**config.mk**
```make
export PLATFORM = sky130hd
export DESIGN_NAME = lsu_store_queue
export DESIGN_NICKNAME = d
export VERILOG_FILES = /design/src/hw/lsu_pkg.sv /design/src/hw/lsu_store_queue.sv
export SDC_FILE = /design/constraint.sdc
export NUM_CORES = 1
export LEC_CHECK = 0
export BUFFER_PORTS_ARGS = -buffer_cell sky130_fd_sc_hd__buf_2
export CAP_MARGIN = 15
export CORE_MARGIN = 4
export CORE_UTILIZATION = 45
export CTS_CLUSTER_SIZE = 12
export DETAILED_ROUTE_END_ITERATION = 10
export PLACE_DENSITY = 0.67
export SLEW_MARGIN = 20
export SYNTH_ARGS = -nofsm -noshare
export SYNTH_HDL_FRONTEND = slang
export SYNTH_SLANG_ARGS = --single-unit
```
**constraint.sdc**
```tcl
create_clock -name clk -period 8.55 [get_ports clk]
set_input_delay 1.2825 -clock clk [delete_from_list [all_inputs] [get_ports clk]]
set_output_delay 1.2825 -clock clk [all_outputs]
set_load 0.01 [all_outputs]
```
**src/hw/lsu_pkg.sv**
```systemverilog
package lsu_pkg;

	// data memory word address
	typedef logic [9:0] addr_t;

	typedef logic [31:0] word_t;

	// rob tag of a pending result
	typedef logic [3:0] tag_t;

	typedef logic signed [9:0] offset_t;

	// bit 0 immediate address, bit 1 fp register, bit 2 store
	typedef logic [2:0] mem_op_t;

	typedef enum logic {
		LOAD  = 1'b0,
		STORE = 1'b1
	} ls_kind_t;

	typedef enum logic {
		GPR = 1'b0,
		FPR = 1'b1
	} reg_file_t;

endpackage

```
**src/hw/lsu_store_queue.sv**
```systemverilog
module lsu_store_queue import lsu_pkg::*; #(
	parameter int sq_depth = 4
) (
	input  logic      clk,
	input  logic      reset,
	input  logic      push,
	input  reg_file_t reg_file,
	input  logic      addr_known,
	input  addr_t     imm_addr,
	input  logic      st_valid,
	input  tag_t      st_tag,
	input  word_t     st_data,
	input  logic      gpr_cdb_valid,
	input  tag_t      gpr_cdb_tag,
	input  word_t     gpr_cdb_data,
	input  logic      fpr_cdb_valid,
	input  tag_t      fpr_cdb_tag,
	input  word_t     fpr_cdb_data,
	input  logic      agu_fire,
	input  ls_kind_t  agu_kind,
	input  logic [$clog2(sq_depth)-1:0] agu_slot,
	input  addr_t     agu_addr,
	input  logic      commit_valid,
	input  addr_t     head_addr,
	input  logic [$clog2(sq_depth+1)-1:0] head_older,
	output logic      commit_ready,
	output logic      sq_pop,
	output logic [$clog2(sq_depth+1)-1:0] count,
	output logic [$clog2(sq_depth)-1:0] slot,
	output logic [$clog2(sq_depth+1)-1:0] sq_resolved,
	output logic      fwd_hit,
	output word_t     fwd_data,
	output logic      mem_we,
	output addr_t     mem_waddr,
	output word_t     mem_wdata
);
	localparam int sq_cw = $clog2(sq_depth + 1);

	addr_t     e_addr [sq_depth];
	logic      e_known [sq_depth];
	reg_file_t e_rf [sq_depth];
	logic      e_ok [sq_depth];
	tag_t      e_tag [sq_depth];
	word_t     e_data [sq_depth];

	// store that committed last cycle
	logic      last_valid;
	addr_t     last_addr;
	word_t     last_data;

	assign commit_ready = count != '0 && e_known[0] && e_ok[0];
	assign sq_pop = commit_valid && commit_ready;
	assign mem_we = sq_pop;
	assign mem_waddr = e_addr[0];
	assign mem_wdata = e_data[0];
	assign slot = $clog2(sq_depth)'(count - sq_cw'(sq_pop));

	always_comb begin
		logic run;
		run = 1'b1;
		sq_resolved = '0;
		for (int i = 0; i < sq_depth; i++) begin
			if (run && i < count && e_known[i] && e_ok[i])
				sq_resolved = sq_resolved + 1'b1;
			else
				run = 1'b0;
		end
	end

	// youngest older match wins, committed record is the fallback
	always_comb begin
		fwd_hit = last_valid && last_addr == head_addr;
		fwd_data = last_data;
		for (int i = 0; i < sq_depth; i++) begin
			if (i < head_older && e_addr[i] == head_addr) begin
				fwd_hit = 1'b1;
				fwd_data = e_data[i];
			end
		end
	end

	always_ff @(posedge clk) begin
		int src;
		logic hit;
		for (int i = 0; i < sq_depth; i++) begin
			src = sq_pop ? i + 1 : i;
			if (src < sq_depth) begin
				e_rf[i]  <= e_rf[src];
				e_tag[i] <= e_tag[src];
				if (agu_fire && agu_kind == STORE && agu_slot == src) begin
					e_addr[i]  <= agu_addr;
					e_known[i] <= 1'b1;
				end else begin
					e_addr[i]  <= e_addr[src];
					e_known[i] <= e_known[src];
				end
				hit = e_rf[src] == GPR ? gpr_cdb_valid && gpr_cdb_tag == e_tag[src]
				                       : fpr_cdb_valid && fpr_cdb_tag == e_tag[src];
				e_ok[i] <= e_ok[src] || hit;
				if (!e_ok[src])
					e_data[i] <= e_rf[src] == GPR ? gpr_cdb_data : fpr_cdb_data;
				else
					e_data[i] <= e_data[src];
			end
			if (push && slot == i) begin
				e_rf[i]    <= reg_file;
				e_tag[i]   <= st_tag;
				e_addr[i]  <= imm_addr;
				e_known[i] <= addr_known;
				hit = reg_file == GPR ? gpr_cdb_valid && gpr_cdb_tag == st_tag
				                      : fpr_cdb_valid && fpr_cdb_tag == st_tag;
				e_ok[i] <= st_valid || hit;
				if (st_valid)
					e_data[i] <= st_data;
				else
					e_data[i] <= reg_file == GPR ? gpr_cdb_data : fpr_cdb_data;
			end
		end
		last_addr <= e_addr[0];
		last_data <= e_data[0];
		if (reset) begin
			count <= '0;
			last_valid <= 1'b0;
		end else begin
			count <= count + sq_cw'(push) - sq_cw'(sq_pop);
			last_valid <= sq_pop;
		end
	end
endmodule

```
=== After elaboration in Yosys (flattened, before gate mapping) ===
Memory sizes are Yosys's and may differ from the RTL's.
Cells that the tools add are included.

* Register bits after elaboration: 46
* Bits in writable memories: 196
* Bits of input ports: 154
* Logic and storage cells: 286
* Memories: 6

* $add $sub $neg: 6
* Order comparisons: 12
* Equality and inequality tests: 22
* Multiplexer cells: 151
* Bitwise logic cells: 40
* Reductions and logical operators: 45

{| class="wikitable"
|+ Memory list
! memory !! depth !! width !! read ports !! clocked after memory_dff !! write ports !! line !! text
|-
| e_data || 4 || 32 || 8 || 0 || 4 || lsu_store_queue.sv:44 || <nowiki>word_t e_data [sq_depth];</nowiki>
|-
| e_addr || 4 || 10 || 8 || 0 || 4 || lsu_store_queue.sv:39 || <nowiki>addr_t e_addr [sq_depth];</nowiki>
|-
| e_tag || 4 || 4 || 4 || 0 || 4 || lsu_store_queue.sv:43 || <nowiki>tag_t e_tag [sq_depth];</nowiki>
|-
| e_known || 4 || 1 || 8 || 0 || 4 || lsu_store_queue.sv:40 || <nowiki>logic e_known [sq_depth];</nowiki>
|-
| e_ok || 4 || 1 || 8 || 0 || 4 || lsu_store_queue.sv:42 || <nowiki>logic e_ok [sq_depth];</nowiki>
|-
| e_rf || 4 || 1 || 4 || 0 || 4 || lsu_store_queue.sv:41 || <nowiki>reg_file_t e_rf [sq_depth];</nowiki>
|}

{| class="wikitable"
|+ Operators with widths
! kind !! number
|-
| 32-bit 2-to-1 mux || 21
|-
| 1-bit 2-to-1 mux || 113
|-
| 10-bit 2-to-1 mux || 8
|-
| 10-bit equality test || 5
|-
| 4-bit equality test || 10
|-
| 1-bit bitwise OR || 40
|-
| 1-bit logical AND || 38
|-
| 4-bit 2-to-1 mux || 4
|-
| 1-bit by 3-bit less-than comparator with 1-bit output, first input constant || 4
|-
| 2-bit by 3-bit less-than comparator with 1-bit output, first input constant || 4
|-
| 3-bit 2-to-1 mux || 3
|-
| 3-bit by 1-bit adder with 3-bit output, second input constant || 2
|-
| 2-bit by 3-bit less-than comparator with 1-bit output, second input constant || 2
|-
| 1-bit logical OR || 5
|-
| 2-bit equality test || 2
|-
| 2-bit equality test, second input constant || 2
|-
| 2-bit 2-to-1 mux || 2
|-
| 3-bit by 1-bit adder with 3-bit output || 1
|-
| 2-bit by 3-bit equality test with 1-bit output || 1
|-
| 1-bit by 3-bit less-than comparator with 1-bit output, second input constant || 1
|-
| 3-bit less-than comparator, second input constant || 1
|-
| 3-bit nonzero test || 1
|-
| 3-bit by 1-bit subtractor with 3-bit output || 1
|-
| 1-bit by 1-bit adder with 2-bit output, second input constant || 1
|-
| 4 further kinds || 4
|}

=== Longest topological paths before layout ===
* Word-level depth: 16
* Depth in mapped cells: 16

=== Worst setup path before layout ===
No wires, ideal clock.

* Path type: input -> register
* Start: in commit_valid
* End: mem e_data[2][0] in the netlist's numbering (enable)
* Setup time: 0.561 ns
* Arrival: 4.339 ns
* Data required time: 7.989 ns
* Setup slack: 3.650 ns
* Cell stages on the path: 11
* Cell sequence: nand3_2 -> buf_6 -> inv_4 -> buf_6 -> clkbuf_1 -> buf_1 -> ha_1 -> nand3_1 -> clkbuf_1 -> clkbuf_1 -> nand3_1

{| class="wikitable"
|+ RTL lines
! item !! line !! text
|-
| start: declaration || lsu_store_queue.sv:23 || <nowiki>input logic commit_valid,</nowiki>
|-
| end: declaration || lsu_store_queue.sv:44 ||
|}

=== Final worst setup path ===
* Start: in head_addr[5]
* End: out fwd_data[23]

* Cells in the longest elaborated chain, start to end: 6

{| class="wikitable"
|+ RTL lines
! item !! line !! text
|-
| start: declaration || lsu_store_queue.sv:24 || <nowiki>input addr_t head_addr,</nowiki>
|-
| 10-bit equality test || lsu_store_queue.sv:75 || <nowiki>if (i < head_older && e_addr[i] == head_addr) begin</nowiki>
|-
| 1-bit logical AND || lsu_store_queue.sv:75 ||
|-
| 32-bit 2-to-1 mux (3 in series) || lsu_store_queue.sv:75 ||
|-
| 32-bit 2-to-1 mux (*) || lsu_store_queue.sv:75 ||
|-
| end: declaration || lsu_store_queue.sv:32 || <nowiki>output word_t fwd_data,</nowiki>
|}

Every way passes the cells marked *; elsewhere a longest branch is shown, timed or not.

==> results.sh <==
export IMPL_outcome="completed"
export IMPL_synth_top_cells_by_area="edfxtp_1, dfxtp_1, mux2i_1"
export IMPL_synth_largest_area_cell="edfxtp_1"
export IMPL_post_synth_top_count_cell="o21ai_0"
export IMPL_place_gp_congestion=0.902
export IMPL_synth_distinct_cells=55
export IMPL_grt_pass1_vias=13963
export IMPL_critPathBufInv=2
export IMPL_hold_depth=0
export IMPL_hold_slack_ns=0.383
export IMPL_cts_setup_buffers=0
export IMPL_slew_headroom_pct=26.2
export IMPL_p_clk_share_pct=16.2
export IMPL_path_clk_slew_ns=0.06
export IMPL_cts_sinks=242
export IMPL_routed_wl_um=53600
export IMPL_postSynthAreaPerCell_sq_um=8.79
export IMPL_cell_internal_pwr_uw=4150
export IMPL_hp_class="flip-flop to flip-flop"
export IMPL_final_hold_viol_count=0
export IMPL_hpwl_um=34200
export IMPL_synth_seq_area_share_pct=40.1
export IMPL_ys_top_cells_by_count="o21ai_0, nand2_1, mux2i_1"
export IMPL_setup_violations=0
export IMPL_synth_top_area_share_pct=26.2
export IMPL_htree_levels=1
export IMPL_cp_end_kind="output pin"
export IMPL_cp_slowest_cell="nor2b_4"
export IMPL_coreArea_sq_um=33700
export IMPL_start_util_pct=45.9
export IMPL_crit_chain="buf_2 > xor2_1 > or4_1 > nor3_1 > nor2b_4 > a22o_1 > a21o_1 > buf_2"
export IMPL_cts_tree="yes"
export IMPL_switching_power_uw=3050
export IMPL_syn_to_final_growth_pct=15.4
export IMPL_arrival_ns=4.10
export IMPL_drc=0
export IMPL_chipHeight_um=193
export IMPL_die_area_sq_um=37400
export IMPL_cp_required_ns=7.27
export IMPL_fin_skew_ns=0.0133
export IMPL_io_pins=240
export IMPL_wl_met3_um=4500
export IMPL_cap_viol_max_count=0
export IMPL_worstMarginPinSlew_ns=1.10
export IMPL_crit_fanout=32
export IMPL_routed_top_layer="met5"
export IMPL_synth_edff_count=135
export IMPL_min_from="e_data[0][31]"
export IMPL_p_total_uw=7200
export IMPL_wl_met2_um=24400
export IMPL_drt_iter0_drc=1171
export IMPL_max_freq_mhz=186
export IMPL_port_buffers=239
export IMPL_post_drt_wl_per_cell_um=22.6
export IMPL_drt_vias_per_instance=6.06
export IMPL_p_leak_uw=0.00756
export IMPL_synthCells=1760
export IMPL_ys_async_sr_fraction_pct=0
export IMPL_fin_crit_ns=5.38
export IMPL_grt_ovfl_total=0
export IMPL_postRouteAntennaNets=0
export IMPL_grt_pass1_wl_um=82800
export IMPL_yosysWarnings=0
export IMPL_startpoint_type="input port"
export IMPL_clockBufferDepth=3
export IMPL_slowest_delay_ns=0.99
export IMPL_cts_resized=0
export IMPL_combPwrFrac_pct=47.7
export IMPL_dr_pass1_iters=6
export IMPL_r2r_start="count[1]"
export IMPL_ir_worst_vdd_mv=0.198
export IMPL_die_w_um=193
export IMPL_grt_total_usage_pct=27.3
export IMPL_tns_ns=0
export IMPL_rows=67
export IMPL_r2r_cells=9
export IMPL_cts_root_buffer="clkbuf_16"
export IMPL_final_nets=2066
export IMPL_met1_length_um=23100
export IMPL_powerDensity_nw_per_um2=404
export IMPL_clkLatencyLatePin_ns=0.55
export IMPL_antenna_found_initial=10
export IMPL_critPathKind="input port to output pin"
export IMPL_p_sw_share_pct=42.4
export IMPL_layout_drive_gt1_share_pct=20.5
export IMPL_cp_common_cell="buf_2"
export IMPL_numCtsBuffers=29
export IMPL_cp_startpoint="head_addr[5]"
export IMPL_crit_cells=8
export IMPL_ys_ff_latch=242
export IMPL_rsz0062_at_grt="false"
export IMPL_grt_max_degree=90
export IMPL_vias=14409
export IMPL_finalCritPeriodShare_pct=62.9
export IMPL_synth_ff_type="edfxtp_1"
export IMPL_final_core_util_pct=52.9
export IMPL_finalMaxSlewViolations=0
export IMPL_cts_hold_buf=0
export IMPL_p_seq_share_pct=36.1
export IMPL_netlist_area_sq_um=15500
export IMPL_syn_nets=1924
export IMPL_cp_top_family="simple AND/OR/NAND/NOR gates"
==> worst paths after layout <==
kind	to	slack, ns
min	last_data[31]	0.38
max reg2reg	e_data[3][5]	4.45
max	fwd_data[23]	3.17
min reg2reg	last_data[31]	0.38
==> cell type report <==
class | instances | area, sq um
Fill cell | 3174 | 15900
Multi-Input combinational cell | 1344 | 8730
Sequential cell | 242 | 6200
Timing Repair Buffer | 264 | 1380
Clock buffer | 36 | 762
Tap cell | 448 | 561
Clock inverter | 17 | 113
Inverter | 21 | 81.3
Antenna cell | 4 | 10.0
==> placed cells by master, fill, tap and decap left out, types with 36 or more instances in the layout <==
master | Yosys | layout
xnor2_1 | 50 | 50
dfxtp_1 | 107 | 107
a21oi_1 | 95 | 95
nand3_1 | 55 | 47
a211o_1 | 64 | 64
mux2_2 | 61 | 61
edfxtp_1 | 135 | 135
xor2_1 | 36 | 36
nor2_1 | 172 | 171
o21ai_0 | 250 | 249
buf_2 | 10 | 239
nand2_1 | 201 | 199
mux2i_1 | 177 | 174
==> flip-flops by register name (all words and copies together) (netlist names) <==
register	flops
count	3
e_addr	40
e_data	128
e_known	4
e_ok	4
e_rf	4
e_tag	16
last_addr	10
last_data	32
last_valid	1
==> stage by stage <==
| step | setup slack, ns | instances | cell area [sq um] |
|---|---|---|---|
| 5_1_grt | 3.00 | 2376 | 17800 |
| 4_1_cts | 3.18 | 2372 | 17800 |
| 3_5_place_dp | 3.19 | 2319 | 16900 |
| 6_report | 3.17 | 2376 | 17800 |
| 3_3_place_gp | 3.27 | 2319 | 16900 |
| 2_1_floorplan | 3.65 | 1760 | 15500 |
==> kinds of logic (layout without fill, tap and decap cells) <==
group / Yosys count / after routing / share of synthesized area (%)
other cells: 0 / 4 / 0
flops: 242 / 242 / 40.1
xor+xnor: 86 / 86 / 4.87
compound gates: 510 / 510 / 19.9
mux: 240 / 240 / 16.1
buf+inv: 174 / 338 / 4.51
simple gates: 498 / 498 / 13.7
fa+ha+maj: 10 / 10 / 0.858
==> metal layers <==
layer | global-route usage [%] | up-vias
met5 | 0 | -
met4 | 9.18 | 12
met3 | 4.64 | 114
met2 | 43.1 | 686
met1 | 38.2 | 6906
li1 | - | 6691
==> power groups by stage <==
stage / logic [uW] / clock network [uW] / registers, uW
after CTS: 3420 / 1180 / 2580
after detailed placement: 3410 / 0 / 2600
after global routing: 3790 / 1230 / 2660
after floorplan: 2400 / 0 / 2460
final: 3440 / 1170 / 2600
after global placement: 3310 / 0 / 2600
(Power assumes the default switching activity.)
