**config.mk**
```make
export PLATFORM = sky130hd
export DESIGN_NAME = lsu_load_queue
export DESIGN_NICKNAME = d
export VERILOG_FILES = /design/src/hw/lsu_pkg.sv /design/src/hw/lsu_load_queue.sv
export SDC_FILE = /design/constraint.sdc
export NUM_CORES = 1
export LEC_CHECK = 0
export ABC_AREA = 1
export BUFFER_PORTS_ARGS = -buffer_cell sky130_fd_sc_hd__buf_4
export CORE_MARGIN = 10
export CORE_UTILIZATION = 40
export CTS_CLUSTER_DIAMETER = 60
export DETAILED_ROUTE_END_ITERATION = 7
export HOLD_SLACK_MARGIN = 0.1
export PLACE_DENSITY = 0.72
export SYNTH_ARGS = -nofsm -noshare
export SYNTH_HDL_FRONTEND = slang
export SYNTH_SLANG_ARGS = --single-unit
```
**constraint.sdc**
```tcl
create_clock -name clk -period 3.8 [get_ports clk]
set_clock_uncertainty 0.1 [all_clocks]
set_input_delay 0.57 -clock clk [delete_from_list [all_inputs] [get_ports clk]]
set_output_delay 0.57 -clock clk [all_outputs]
set_load 0.01 [all_outputs]
```
**src/hw/lsu_pkg.sv**
```systemverilog
package lsu_pkg;

	// data memory word address
	typedef logic [9:0] addr_t;

	typedef logic [31:0] word_t;

	// rob tag of a pending result
	typedef logic [3:0] tag_t;

	typedef logic signed [9:0] offset_t;

	// bit 0 immediate address, bit 1 fp register, bit 2 store
	typedef logic [2:0] mem_op_t;

	typedef enum logic {
		LOAD  = 1'b0,
		STORE = 1'b1
	} ls_kind_t;

	typedef enum logic {
		GPR = 1'b0,
		FPR = 1'b1
	} reg_file_t;

endpackage

```
**src/hw/lsu_load_queue.sv**
```systemverilog
module lsu_load_queue import lsu_pkg::*; #(
	parameter int lq_depth = 2,
	parameter int sq_depth = 4
) (
	input  logic      clk,
	input  logic      reset,
	input  logic      push,
	input  reg_file_t reg_file,
	input  tag_t      dest_tag,
	input  logic      addr_known,
	input  addr_t     imm_addr,
	input  logic      agu_fire,
	input  ls_kind_t  agu_kind,
	input  logic [$clog2(lq_depth)-1:0] agu_slot,
	input  addr_t     agu_addr,
	input  logic      sq_pop,
	input  logic [$clog2(sq_depth+1)-1:0] sq_count,
	input  logic [$clog2(sq_depth+1)-1:0] sq_resolved,
	input  logic      fwd_hit,
	input  word_t     fwd_data,
	input  word_t     mem_rdata,
	input  logic      gpr_req_ready,
	input  logic      fpr_req_ready,
	output logic      gpr_req_valid,
	output logic      fpr_req_valid,
	output tag_t      result_tag,
	output word_t     result_data,
	output logic      lq_pop,
	output addr_t     head_addr,
	output logic [$clog2(sq_depth+1)-1:0] head_older,
	output addr_t     next_head_addr,
	output logic [$clog2(lq_depth+1)-1:0] count,
	output logic [$clog2(lq_depth)-1:0] slot
);
	localparam int lq_cw = $clog2(lq_depth + 1);
	localparam int sq_cw = $clog2(sq_depth + 1);

	tag_t             e_tag [lq_depth];
	reg_file_t        e_rf [lq_depth];
	addr_t            e_addr [lq_depth];
	logic             e_known [lq_depth];
	logic [sq_cw-1:0] e_older [lq_depth];

	tag_t             n_tag [lq_depth];
	reg_file_t        n_rf [lq_depth];
	addr_t            n_addr [lq_depth];
	logic             n_known [lq_depth];
	logic [sq_cw-1:0] n_older [lq_depth];

	logic             head_ready;

	// head may go once every older store is resolved
	assign head_ready = count != '0 && e_known[0] && sq_resolved >= e_older[0];
	assign gpr_req_valid = head_ready && e_rf[0] == GPR;
	assign fpr_req_valid = head_ready && e_rf[0] == FPR;
	assign lq_pop = (gpr_req_valid && gpr_req_ready) || (fpr_req_valid && fpr_req_ready);
	assign result_tag = e_tag[0];
	assign result_data = fwd_hit ? fwd_data : mem_rdata;
	assign head_addr = e_addr[0];
	assign head_older = e_older[0];
	assign slot = $clog2(lq_depth)'(count - lq_cw'(lq_pop));
	assign next_head_addr = n_addr[0]; // memory word lines up with next head

	always_comb begin
		int src;
		for (int i = 0; i < lq_depth; i++) begin
			src = lq_pop ? i + 1 : i;
			if (src < lq_depth) begin
				n_tag[i]   = e_tag[src];
				n_rf[i]    = e_rf[src];
				n_older[i] = (e_older[src] != '0 && sq_pop) ? e_older[src] - 1'b1 : e_older[src];
				if (agu_fire && agu_kind == LOAD && agu_slot == src) begin
					n_addr[i]  = agu_addr;
					n_known[i] = 1'b1;
				end else begin
					n_addr[i]  = e_addr[src];
					n_known[i] = e_known[src];
				end
			end else begin
				n_tag[i]   = e_tag[i];
				n_rf[i]    = e_rf[i];
				n_older[i] = e_older[i];
				n_addr[i]  = e_addr[i];
				n_known[i] = e_known[i];
			end
			if (push && slot == i) begin
				n_tag[i]   = dest_tag;
				n_rf[i]    = reg_file;
				n_addr[i]  = imm_addr;
				n_known[i] = addr_known;
				n_older[i] = sq_count - sq_cw'(sq_pop);
			end
		end
	end

	always_ff @(posedge clk) begin
		for (int i = 0; i < lq_depth; i++) begin
			e_tag[i]   <= n_tag[i];
			e_rf[i]    <= n_rf[i];
			e_addr[i]  <= n_addr[i];
			e_known[i] <= n_known[i];
			e_older[i] <= n_older[i];
		end
		if (reset)
			count <= '0;
		else
			count <= count + lq_cw'(push) - lq_cw'(lq_pop);
	end
endmodule

```
Word-level counts from Yosys, hierarchy flattened:

Memory sizes are Yosys's and may differ from the RTL's.
Cells that the tools add are included.

* bits in writable memories: 38
* output and inout bits: 65
* register bits after elaboration: 2
* memories kept: 5
* word-level logic and storage cells: 67
* input bits: 106

* add/sub/neg operators: 6
* equal/unequal tests: 3
* reductions and logical operators: 17
* bitwise logic cells: 3
* multiplexer cells: 29
* $lt $le $gt $ge: 3

Memories
* e_addr: words 2, bits a word 10, read ports 3, clocked after memory_dff 0, write ports 2, line lsu_load_queue.sv:40 `addr_t e_addr [lq_depth];`
* e_tag: words 2, bits a word 4, read ports 3, clocked after memory_dff 0, write ports 2, line lsu_load_queue.sv:38 `tag_t e_tag [lq_depth];`
* e_older: words 2, bits a word 3, read ports 3, clocked after memory_dff 0, write ports 2, line lsu_load_queue.sv:42 `logic [sq_cw-1:0] e_older [lq_depth];`
* e_known: words 2, bits a word 1, read ports 3, clocked after memory_dff 0, write ports 2, line lsu_load_queue.sv:41 `logic e_known [lq_depth];`
* e_rf: words 2, bits a word 1, read ports 3, clocked after memory_dff 0, write ports 2, line lsu_load_queue.sv:39 `reg_file_t e_rf [lq_depth];`

Operators by type and width (number)
* $mux 10: 6
* $mux 32: 1
* $mux 3: 6
* $mux 4: 4
* $logic_and 1x1->1: 13
* $mux 1: 11
* $reduce_bool 3->1: 2
* $sub 3x1->3 const B: 2
* $ge 3x3->1: 1
* $not 1->1: 3
* $sub 3x1->3: 1
* $add 2x1->2: 1
* $eq 1x2->1: 1
* $lt 1x2->1 const B: 1
* $lt 2x2->1 const B: 1
* $mux 2: 1
* $ne 2x2->1 const B: 1
* $reduce_bool 2->1: 1
* $sub 2x1->2: 1
* $eq 1x1->1: 1
* $logic_or 1x1->1: 1
* $sub 1x1->1: 1

Longest topological paths before layout:

Gate-level depths: netlist of run 1.
An unclocked memory read counts as a cell.

* depth in word-level cells: 13
* mapped depth: 19
* depth with buffers taken out: 18

Worst setup path before layout of run 1:

Ideal clock, no wire load.

* path type: input port to output port
* start: in sq_resolved[2]
* end: out next_head_addr[7]
* setup slack: 0.421 ns
* stages on the path: 14
* arrival: 2.709 ns
* path buffers: 3
* cell sequence: ha_1 > a21oi_1 > nand2_2 > nand4_4 > nand2_8 > buf_6 > ha_1 > nand2_1 > inv_1 > clkbuf_1 > nor3_1 > a21oi_1 > nand2_1 > buf_4

RTL lines
* start: declaration: line lsu_load_queue.sv:18 `input logic [$clog2(sq_depth+1)-1:0] sq_resolved,`
* end: declaration: line lsu_load_queue.sv:31 `output addr_t next_head_addr,`

==> metrics.txt, run 1 <==
# TYPE chip_impl_metric gauge
chip_impl_info{name="path_delay_family",value="buffers and inverters"} 1
chip_impl_metric{name="detailedPlacementHpwl",unit="µm"} 8540
chip_impl_metric{name="drv_cap",unit=""} 0
chip_impl_info{name="final_common_cell",value="sky130_fd_sc_hd__buf_4"} 1
chip_impl_metric{name="fin_hold_ws",unit="ns"} 0.329
chip_impl_metric{name="timing.slew.headroom",unit=""} 0.690
chip_impl_metric{name="drt_first_iter_violations",unit=""} 110
chip_impl_metric{name="final_core_util",unit=""} 0.603
chip_impl_info{name="timing.critical_path.to_type",value="output port"} 1
chip_impl_metric{name="ir_worst_vdd",unit="µV"} 282
chip_impl_metric{name="cts_sinks",unit=""} 40
chip_impl_info{name="setup.worst_path.end",value="next_head_addr[9]"} 1
chip_impl_metric{name="cts_h_tree_depth",unit=""} 2
chip_impl_info{name="synth_top_flop_cell",value="sky130_fd_sc_hd__edfxtp_1"} 1
chip_impl_info{name="run_status",value="finished clean"} 1
chip_impl_metric{name="power_density",unit="nW/µm²"} 623
chip_impl_metric{name="die-area",unit="µm²"} 11100
chip_impl_info{name="cp_slowest_cell",value="sky130_fd_sc_hd__dfxtp_1"} 1
chip_impl_metric{name="synth_nets",unit=""} 477
chip_impl_metric{name="final_weighted_congestion_of_routability_driven_global_placement",unit=""} 0.828
chip_impl_metric{name="placeableCoreArea",unit="µm²"} 7180
chip_impl_metric{name="cp_max_fo",unit=""} 14
chip_impl_metric{name="synthesis.yosys.warnings",unit=""} 0
chip_impl_metric{name="clock.fmax",unit="GHz"} 0.279
chip_impl_info{name="synth_top_area_cell",value="sky130_fd_sc_hd__edfxtp_1"} 1
chip_impl_metric{name="max_stage_delay",unit="ns"} 0.42
chip_impl_metric{name="die_w",unit="µm"} 105
chip_impl_metric{name="effective_utilization_at_floorplan",unit=""} 0.407
chip_impl_info{name="r2r_path_end",value="e_older[1][1]$_DFFE_PP_"} 1
chip_impl_info{name="final_cell_mix",value="177 x sky130_fd_sc_hd__buf_4, 75 x sky130_fd_sc_hd__nand2_1, 52 x sky130_fd_sc_hd__inv_1"} 1
chip_impl_metric{name="io_pins",unit=""} 171
chip_impl_metric{name="critical_path.n_buffers_inverters",unit=""} 3
chip_impl_metric{name="hold_buffers",unit=""} 0
chip_impl_metric{name="grt_pass1_vias",unit=""} 3072
chip_impl_metric{name="tightest_slew",unit="ns"} 0.464
chip_impl_metric{name="cts.reportedPaths.clkPinSlew",unit="ns"} 0.08
chip_impl_metric{name="synth-seq-cells",unit=""} 40
chip_impl_metric{name="period_utilization_post_route",unit=""} 0.943
chip_impl_metric{name="async_reset_ff_frac",unit=""} 0
chip_impl_metric{name="post_cts_buffers",unit=""} 0
chip_impl_metric{name="diodes",unit=""} 0
chip_impl_metric{name="post-route-drc-count",unit=""} 0
chip_impl_metric{name="areaGrowthSynthToFinish",unit="%"} 48.3
chip_impl_info{name="worstReg2RegStart",value="e_older[0][2]$_DFF_P_"} 1
chip_impl_metric{name="io_buffers",unit=""} 170
chip_impl_info{name="critical_path.startpoint",value="e_older[0][2]$_DFF_P_"} 1
chip_impl_metric{name="synthesis.area",unit="µm²"} 2920
chip_impl_info{name="cp-start-kind",value="register"} 1
chip_impl_metric{name="drtPass1Iterations",unit=""} 4
chip_impl_metric{name="path_depth",unit=""} 13
chip_impl_metric{name="grt_first_pass_wirelength",unit="µm"} 15600
chip_impl_metric{name="p_leak",unit="nW"} 2.24
chip_impl_metric{name="yosysSeqAreaShare",unit=""} 0.357
chip_impl_metric{name="worst-endpoint-arrival",unit="ns"} 2.91
chip_impl_metric{name="vias",unit=""} 2969
chip_impl_metric{name="cts-buffers-inserted",unit=""} 5
chip_impl_metric{name="buffer_levels_on_the_longest_clock_path",unit=""} 2
chip_impl_metric{name="number_of_slew_limit_violations_in_the_final_report",unit=""} 0
chip_impl_info{name="timing.setup.critical_path_class",value="register to output port"} 1
chip_impl_metric{name="yosys.cell_types.count",unit=""} 33
chip_impl_metric{name="number_of_instances_in_the_synthesized_netlist",unit=""} 358
chip_impl_metric{name="dieHeight",unit="µm"} 105
chip_impl_metric{name="worst_ep_required_time",unit="ns"} 3.13
chip_impl_metric{name="final_antenna_net_count",unit=""} 0
chip_impl_info{name="rsz0062_at_grt",value="yes"} 1
chip_impl_metric{name="cts_resized",unit=""} 0
chip_impl_metric{name="min_period",unit="ns"} 3.58
chip_impl_metric{name="nNetsFinal",unit=""} 637
chip_impl_info{name="tritoncts",value="yes"} 1
chip_impl_metric{name="final-setup-viol-count",unit=""} 0
chip_impl_metric{name="largest_net_degree_at_the_start_of_global_routing",unit=""} 33
chip_impl_metric{name="number_of_antenna_violations_at_the_first_check_in_global_routing",unit=""} 0
chip_impl_metric{name="timing.final.hold_violations",unit=""} 0
chip_impl_info{name="clockRootBuffer",value="sky130_fd_sc_hd__clkbuf_8"} 1
chip_impl_info{name="path_cells",value="inv_1 -> ha_1 -> a21oi_1 -> nand2_2 -> nand4_4 -> nand2_8 -> ha_1 -> nand2_1 -> inv_1 -> nor3_1 -> a21oi_1 -> o21ai_0 -> buf_4"} 1
chip_impl_metric{name="drive_above_1_share",unit=""} 0.449
chip_impl_metric{name="wl",unit="µm"} 10100
chip_impl_metric{name="reg2reg_slack",unit="ns"} 0.92
chip_impl_metric{name="nFillCells",unit=""} 663
chip_impl_metric{name="route.detailed.wl_per_inst",unit="µm"} 16.3
chip_impl_metric{name="timing.reg2reg.worst_path_depth",unit=""} 18
chip_impl_info{name="worst_hold_path_type",value="input pin to register"} 1
chip_impl_metric{name="vias_per_cell",unit=""} 4.80
chip_impl_metric{name="fp-row-count",unit=""} 31
chip_impl_metric{name="globalRoute.totalOverflow",unit=""} 0
chip_impl_metric{name="synth_enable_flop_cells",unit=""} 24
chip_impl_metric{name="synth_top_area_share",unit=""} 0.247
chip_impl_info{name="synthTopCellsByArea",value="sky130_fd_sc_hd__edfxtp_1 25%, sky130_fd_sc_hd__mux2_2 12%, sky130_fd_sc_hd__dfxtp_1 11%"} 1
chip_impl_metric{name="per_instance_average_area_after_synthesis",unit="µm²"} 8.15
chip_impl_metric{name="grt_usage",unit=""} 0.171
chip_impl_metric{name="clock_insertion_delay_worst_skew",unit="ns"} 0.29
flip-flops by register name (all words and copies together), names as in the netlist:
name,flops
e_addr,20
e_tag,8
e_older,6
count,2
e_known,2
e_rf,2
power by group:
| part | internal (mW) | switching (mW) | leakage (nW) | total (mW) |
|---|---|---|---|---|
| combinational | 0.679 | 0.841 | 1.82 | 1.52 |
| sequential | 0.716 | 0.112 | 0.364 | 0.828 |
| clock | 0.194 | 0.158 | 0.0541 | 0.352 |
area by class of cell:
class,instances,area [µm²],area share
multi-input combinational,239,1510,0.348
clock inverter,3,42.5,0.00982
timing repair inverter,1,7.51,0.00173
inverter,54,211,0.0488
clock buffer,5,68.8,0.0159
timing repair buffer,177,1330,0.307
sequential,40,1040,0.240
tap,99,124,0.0286
through the flow:
stage          TNS, ns  setup slack, ns  std cells  cell area [µm²]  total power, mW
6_report             0            0.217        618             4330             2.70
3_3_place_gp         0            0.295        609             4210             2.33
5_1_grt        -0.0858          -0.0488        618             4330             2.94
3_5_place_dp         0            0.206        609             4210             2.37
4_1_cts              0            0.111        617             4320             2.72
2_1_floorplan        0            0.421        358             2920             1.82
worst min path at each step:
stage	startpoint	cells past startpoint	end	slack (ns)
after floorplan	e_addr[1][2]$_DFFE_PP_	2	e_addr[0][2]$_DFF_P_	0.38
after global placement	e_addr[1][6]$_DFFE_PP_	2	e_addr[0][6]$_DFF_P_	0.40
after detailed placement	e_addr[1][5]$_DFFE_PP_	2	e_addr[0][5]$_DFF_P_	0.41
after CTS	reset	2	count[0]$_SDFF_PP0_	0.32
after global routing	reset	2	count[0]$_SDFF_PP0_	0.33
final	reset	2	count[0]$_SDFF_PP0_	0.33
cell usage after synthesis, types with 2 or more instances:
master and number:
sky130_fd_sc_hd__o211ai_2 2, sky130_fd_sc_hd__buf_6 2, sky130_fd_sc_hd__mux2_2 30, sky130_fd_sc_hd__ha_1 13, sky130_fd_sc_hd__a21oi_1 13, sky130_fd_sc_hd__nand4_4 2, sky130_fd_sc_hd__nor3_1 6, sky130_fd_sc_hd__a31oi_1 5
sky130_fd_sc_hd__buf_4 10, sky130_fd_sc_hd__nor2_1 22, sky130_fd_sc_hd__nand3_1 14, sky130_fd_sc_hd__buf_2 3, sky130_fd_sc_hd__edfxtp_1 24, sky130_fd_sc_hd__o211ai_1 11, sky130_fd_sc_hd__inv_1 52, sky130_fd_sc_hd__o21ai_2 3
sky130_fd_sc_hd__nand2_2 4, sky130_fd_sc_hd__nand2_1 76, sky130_fd_sc_hd__dfxtp_1 16, sky130_fd_sc_hd__mux2_1 2, sky130_fd_sc_hd__clkbuf_1 9, sky130_fd_sc_hd__or2_1 3, sky130_fd_sc_hd__o21ai_0 26
worst reg2reg max path: stages, from the launching register on:
cell and delay (ns):
sky130_fd_sc_hd__dfxtp_1 0.42, sky130_fd_sc_hd__inv_1 0.06, sky130_fd_sc_hd__ha_1 0.28, sky130_fd_sc_hd__nand2_1 0.05, sky130_fd_sc_hd__inv_1 0.04, sky130_fd_sc_hd__nand2_1 0.05, sky130_fd_sc_hd__nand2_2 0.11, sky130_fd_sc_hd__nand4_4 0.17
sky130_fd_sc_hd__nand2_8 0.18, sky130_fd_sc_hd__buf_4 0.23, sky130_fd_sc_hd__o21ai_2 0.08, sky130_fd_sc_hd__ha_1 0.20, sky130_fd_sc_hd__ha_1 0.19, sky130_fd_sc_hd__nor2_1 0.21, sky130_fd_sc_hd__nand2_1 0.08, sky130_fd_sc_hd__nand2_1 0.06
sky130_fd_sc_hd__inv_1 0.03, sky130_fd_sc_hd__nand2_1 0.05, sky130_fd_sc_hd__nand2_1 0.04
metal layers:
metal	part of all wire	global-route usage	vias up
met3	0.099	0.0731	18
met4	0.020	0.0549	0
met2	0.51	0.301	125
li1	-	-	1497
met1	0.37	0.180	1329
met5	0	0	-
cells by family (layout without fill, tap and decap cells):
| family | Yosys count | after routing | share of synthesized area |
|---|---|---|---|
| flops | 40 | 40 | 0.357 |
| simple gates | 131 | 131 | 0.205 |
| buf+inv | 79 | 240 | 0.128 |
| mux | 32 | 32 | 0.123 |
| compound gates | 61 | 61 | 0.125 |
| xor+xnor | 2 | 2 | 0.00600 |
| fa+ha+maj | 13 | 13 | 0.0557 |
(Power assumes the default switching activity.)
==> run 2: changes to the inputs <==
--- a/config.mk
+++ b/config.mk
@@ -12,7 +12,8 @@
 export CTS_CLUSTER_DIAMETER = 60
 export DETAILED_ROUTE_END_ITERATION = 7
 export HOLD_SLACK_MARGIN = 0.1
-export PLACE_DENSITY = 0.72
+export MAX_ROUTING_LAYER = met4
+export PLACE_DENSITY_LB_ADDON = 0.25
 export SYNTH_ARGS = -nofsm -noshare
 export SYNTH_HDL_FRONTEND = slang
 export SYNTH_SLANG_ARGS = --single-unit
==> metrics.txt, run 2 (synthesis gave the netlist of run 1 again) <==
# TYPE chip_impl_metric gauge
chip_impl_metric{name="drive_above_1_share",unit=""} 0.459
chip_impl_metric{name="final_antenna_net_count",unit=""} 0
chip_impl_metric{name="areaGrowthSynthToFinish",unit="%"} 50.1
chip_impl_info{name="timing.critical_path.to_type",value="output port"} 1
chip_impl_info{name="reg_top3",value="e_addr x20, e_tag x8, e_older x6"} 1
chip_impl_metric{name="hold_buffers",unit=""} 0
chip_impl_metric{name="fp-row-count",unit=""} 31
chip_impl_info{name="worst_hold_path_type",value="input pin to register"} 1
chip_impl_metric{name="nNetsFinal",unit=""} 645
chip_impl_metric{name="post-route-drc-count",unit=""} 0
chip_impl_metric{name="drt_first_iter_violations",unit=""} 148
chip_impl_info{name="final_common_cell",value="sky130_fd_sc_hd__buf_4"} 1
chip_impl_metric{name="final_cell_count_no_fill",unit=""} 626
chip_impl_metric{name="vias_per_cell",unit=""} 4.78
chip_impl_metric{name="cp_max_fo",unit=""} 16
chip_impl_metric{name="wl",unit="µm"} 10100
chip_impl_info{name="tritoncts",value="yes"} 1
chip_impl_metric{name="number_of_antenna_violations_at_the_first_check_in_global_routing",unit=""} 0
chip_impl_metric{name="drtPass1Iterations",unit=""} 5
chip_impl_metric{name="placeableCoreArea",unit="µm²"} 7180
chip_impl_metric{name="final_core_util",unit=""} 0.611
chip_impl_metric{name="placed_area",unit="µm²"} 4200
chip_impl_metric{name="cts_h_tree_depth",unit=""} 2
chip_impl_metric{name="worst-endpoint-arrival",unit="ns"} 2.88
chip_impl_metric{name="timing.final.hold_violations",unit=""} 0
chip_impl_info{name="final_cell_mix",value="183 x sky130_fd_sc_hd__buf_4, 74 x sky130_fd_sc_hd__nand2_1, 51 x sky130_fd_sc_hd__inv_1"} 1
chip_impl_metric{name="power.share.combinational",unit=""} 0.586
chip_impl_metric{name="cts.reportedPaths.clkPinSlew",unit="ns"} 0.08
chip_impl_metric{name="max_ffs_per_register",unit=""} 20
chip_impl_metric{name="netSwitchingPower",unit="mW"} 1.14
chip_impl_metric{name="cts-buffers-inserted",unit=""} 5
chip_impl_metric{name="final_area",unit="µm²"} 4380
chip_impl_metric{name="power_density",unit="nW/µm²"} 613
chip_impl_metric{name="number_of_slew_limit_violations_in_the_final_report",unit=""} 0
chip_impl_metric{name="largest_net_degree_at_the_start_of_global_routing",unit=""} 33
chip_impl_metric{name="dieHeight",unit="µm"} 105
chip_impl_metric{name="worst_ep_required_time",unit="ns"} 3.13
chip_impl_info{name="clockRootBuffer",value="sky130_fd_sc_hd__clkbuf_8"} 1
chip_impl_info{name="cp-start-kind",value="register"} 1
chip_impl_metric{name="die_w",unit="µm"} 105
chip_impl_metric{name="die-area",unit="µm²"} 11100
chip_impl_metric{name="timing.slew.headroom",unit=""} 0.733
chip_impl_metric{name="clock.fmax",unit="GHz"} 0.282
chip_impl_metric{name="route.detailed.wl_per_inst",unit="µm"} 16.1
chip_impl_metric{name="ir_worst_vdd",unit="µV"} 402
chip_impl_info{name="timing.setup.critical_path_class",value="register to output port"} 1
chip_impl_metric{name="netSwitchingFraction",unit=""} 0.423
chip_impl_metric{name="dp.cells",unit=""} 608
chip_impl_metric{name="p_leak",unit="nW"} 2.26
chip_impl_metric{name="grt_first_pass_wirelength",unit="µm"} 15500
chip_impl_metric{name="period_utilization_post_route",unit=""} 0.934
chip_impl_metric{name="clock_insertion_delay_worst_skew",unit="ns"} 0.29
chip_impl_metric{name="final_weighted_congestion_of_routability_driven_global_placement",unit=""} 0.837
chip_impl_metric{name="detailedPlace.worstSlack",unit="ns"} 0.107
chip_impl_info{name="max_flop_register",value="e_addr"} 1
chip_impl_metric{name="diodes",unit=""} 0
chip_impl_metric{name="cts_sinks",unit=""} 40
chip_impl_metric{name="io_pins",unit=""} 171
chip_impl_metric{name="internal-power",unit="mW"} 1.55
chip_impl_metric{name="share_clk_of_total_power",unit=""} 0.105
chip_impl_metric{name="drv_cap",unit=""} 0
chip_impl_metric{name="buffer_levels_on_the_longest_clock_path",unit=""} 2
chip_impl_info{name="run_status",value="finished clean"} 1
chip_impl_metric{name="tightest_slew",unit="ns"} 0.400
chip_impl_metric{name="effective_utilization_at_floorplan",unit=""} 0.407
chip_impl_metric{name="p_seq_frac",unit=""} 0.309
chip_impl_metric{name="worst_slack",unit="ns"} 0.249
chip_impl_metric{name="globalRoute.totalOverflow",unit=""} 0
chip_impl_metric{name="grt_usage",unit=""} 0.175
chip_impl_metric{name="min_period",unit="ns"} 3.55
chip_impl_info{name="rsz0062_at_grt",value="no"} 1
chip_impl_metric{name="detailedPlacementHpwl",unit="µm"} 8320
chip_impl_metric{name="vias",unit=""} 2992
chip_impl_metric{name="grt_pass1_vias",unit=""} 3039
chip_impl_metric{name="final-setup-viol-count",unit=""} 0
chip_impl_metric{name="io_buffers",unit=""} 170
chip_impl_metric{name="totalNegativeSetupSlack",unit="ns"} 0
[run 2: per-layer routing]
| layer | vias up | track usage | share of wire |
|---|---|---|---|
| li1 | 1508 | - | - |
| met1 | 1368 | 0.201 | 0.41 |
| met2 | 106 | 0.298 | 0.52 |
| met3 | 10 | 0.0432 | 0.061 |
| met4 | 0 | 0.0402 | 0.012 |
| met5 | - | - | 0 |
[run 2: critical path: stages (launching register included)]
cell and delay [ns]:
sky130_fd_sc_hd__dfxtp_1 0.41, sky130_fd_sc_hd__inv_1 0.06, sky130_fd_sc_hd__ha_1 0.29, sky130_fd_sc_hd__nand2_1 0.05, sky130_fd_sc_hd__inv_1 0.04, sky130_fd_sc_hd__nand2_1 0.05
sky130_fd_sc_hd__nand2_2 0.11, sky130_fd_sc_hd__nand4_4 0.20, sky130_fd_sc_hd__nand2_8 0.17, sky130_fd_sc_hd__inv_6 0.08, sky130_fd_sc_hd__ha_1 0.28, sky130_fd_sc_hd__nand3_1 0.11
sky130_fd_sc_hd__nand2_2 0.17, sky130_fd_sc_hd__clkinvlp_4 0.18, sky130_fd_sc_hd__o211ai_1 0.13, sky130_fd_sc_hd__nand2_1 0.10, sky130_fd_sc_hd__buf_4 0.15
[run 2: power by group through the flow]
stage | logic, mW | registers [mW] | clock network, mW
2_1_floorplan | 0.962 | 0.861 | 0
6_report | 1.58 | 0.829 | 0.282
3_3_place_gp | 1.49 | 0.835 | 0
3_5_place_dp | 1.53 | 0.835 | 0
5_1_grt | 1.77 | 0.851 | 0.312
4_1_cts | 1.53 | 0.830 | 0.288
[run 2: area by class of cell]
class                      instances  area (µm²)
clock buffer                       5        68.8
clock inverter                     3        18.8
fill                             660        2790
inverter                          54         215
multi-input combinational        240        1530
sequential                        40        1040
tap                               99         124
timing repair buffer             183        1370
timing repair inverter             2        15.0
[run 2: through the flow]
| step | hold slack, ns | power (mW) |
|---|---|---|
| detailed placement | 0.412 | 2.36 |
| finish | 0.337 | 2.69 |
| global route | 0.321 | 2.93 |
| CTS | 0.327 | 2.65 |
| global placement | 0.403 | 2.33 |
| floorplan | 0.382 | 1.82 |
[run 2: worst paths after layout]
path              slack, ns                  start                      end  depth (start not counted)
setup reg to reg       0.86  e_older[0][2]$_DFF_P_  e_older[1][2]$_DFFE_PP_                         13
hold reg to reg        0.43  e_tag[1][0]$_DFFE_PP_    e_tag[0][0]$_DFFE_PP_                          2
hold / removal         0.34                  reset      count[0]$_SDFF_PP0_                          2
setup / recovery       0.25  e_older[0][2]$_DFF_P_        next_head_addr[3]                         16
[run 2: repair_timing]
action                                  4_1_cts  5_1_grt
endpoints found under the setup margin        1       10
endpoints found under the hold margin         0        0
gates cloned                                  0        3
pin swaps                                     0        1
buffers inserted                              0        7
resized for setup                             0        8
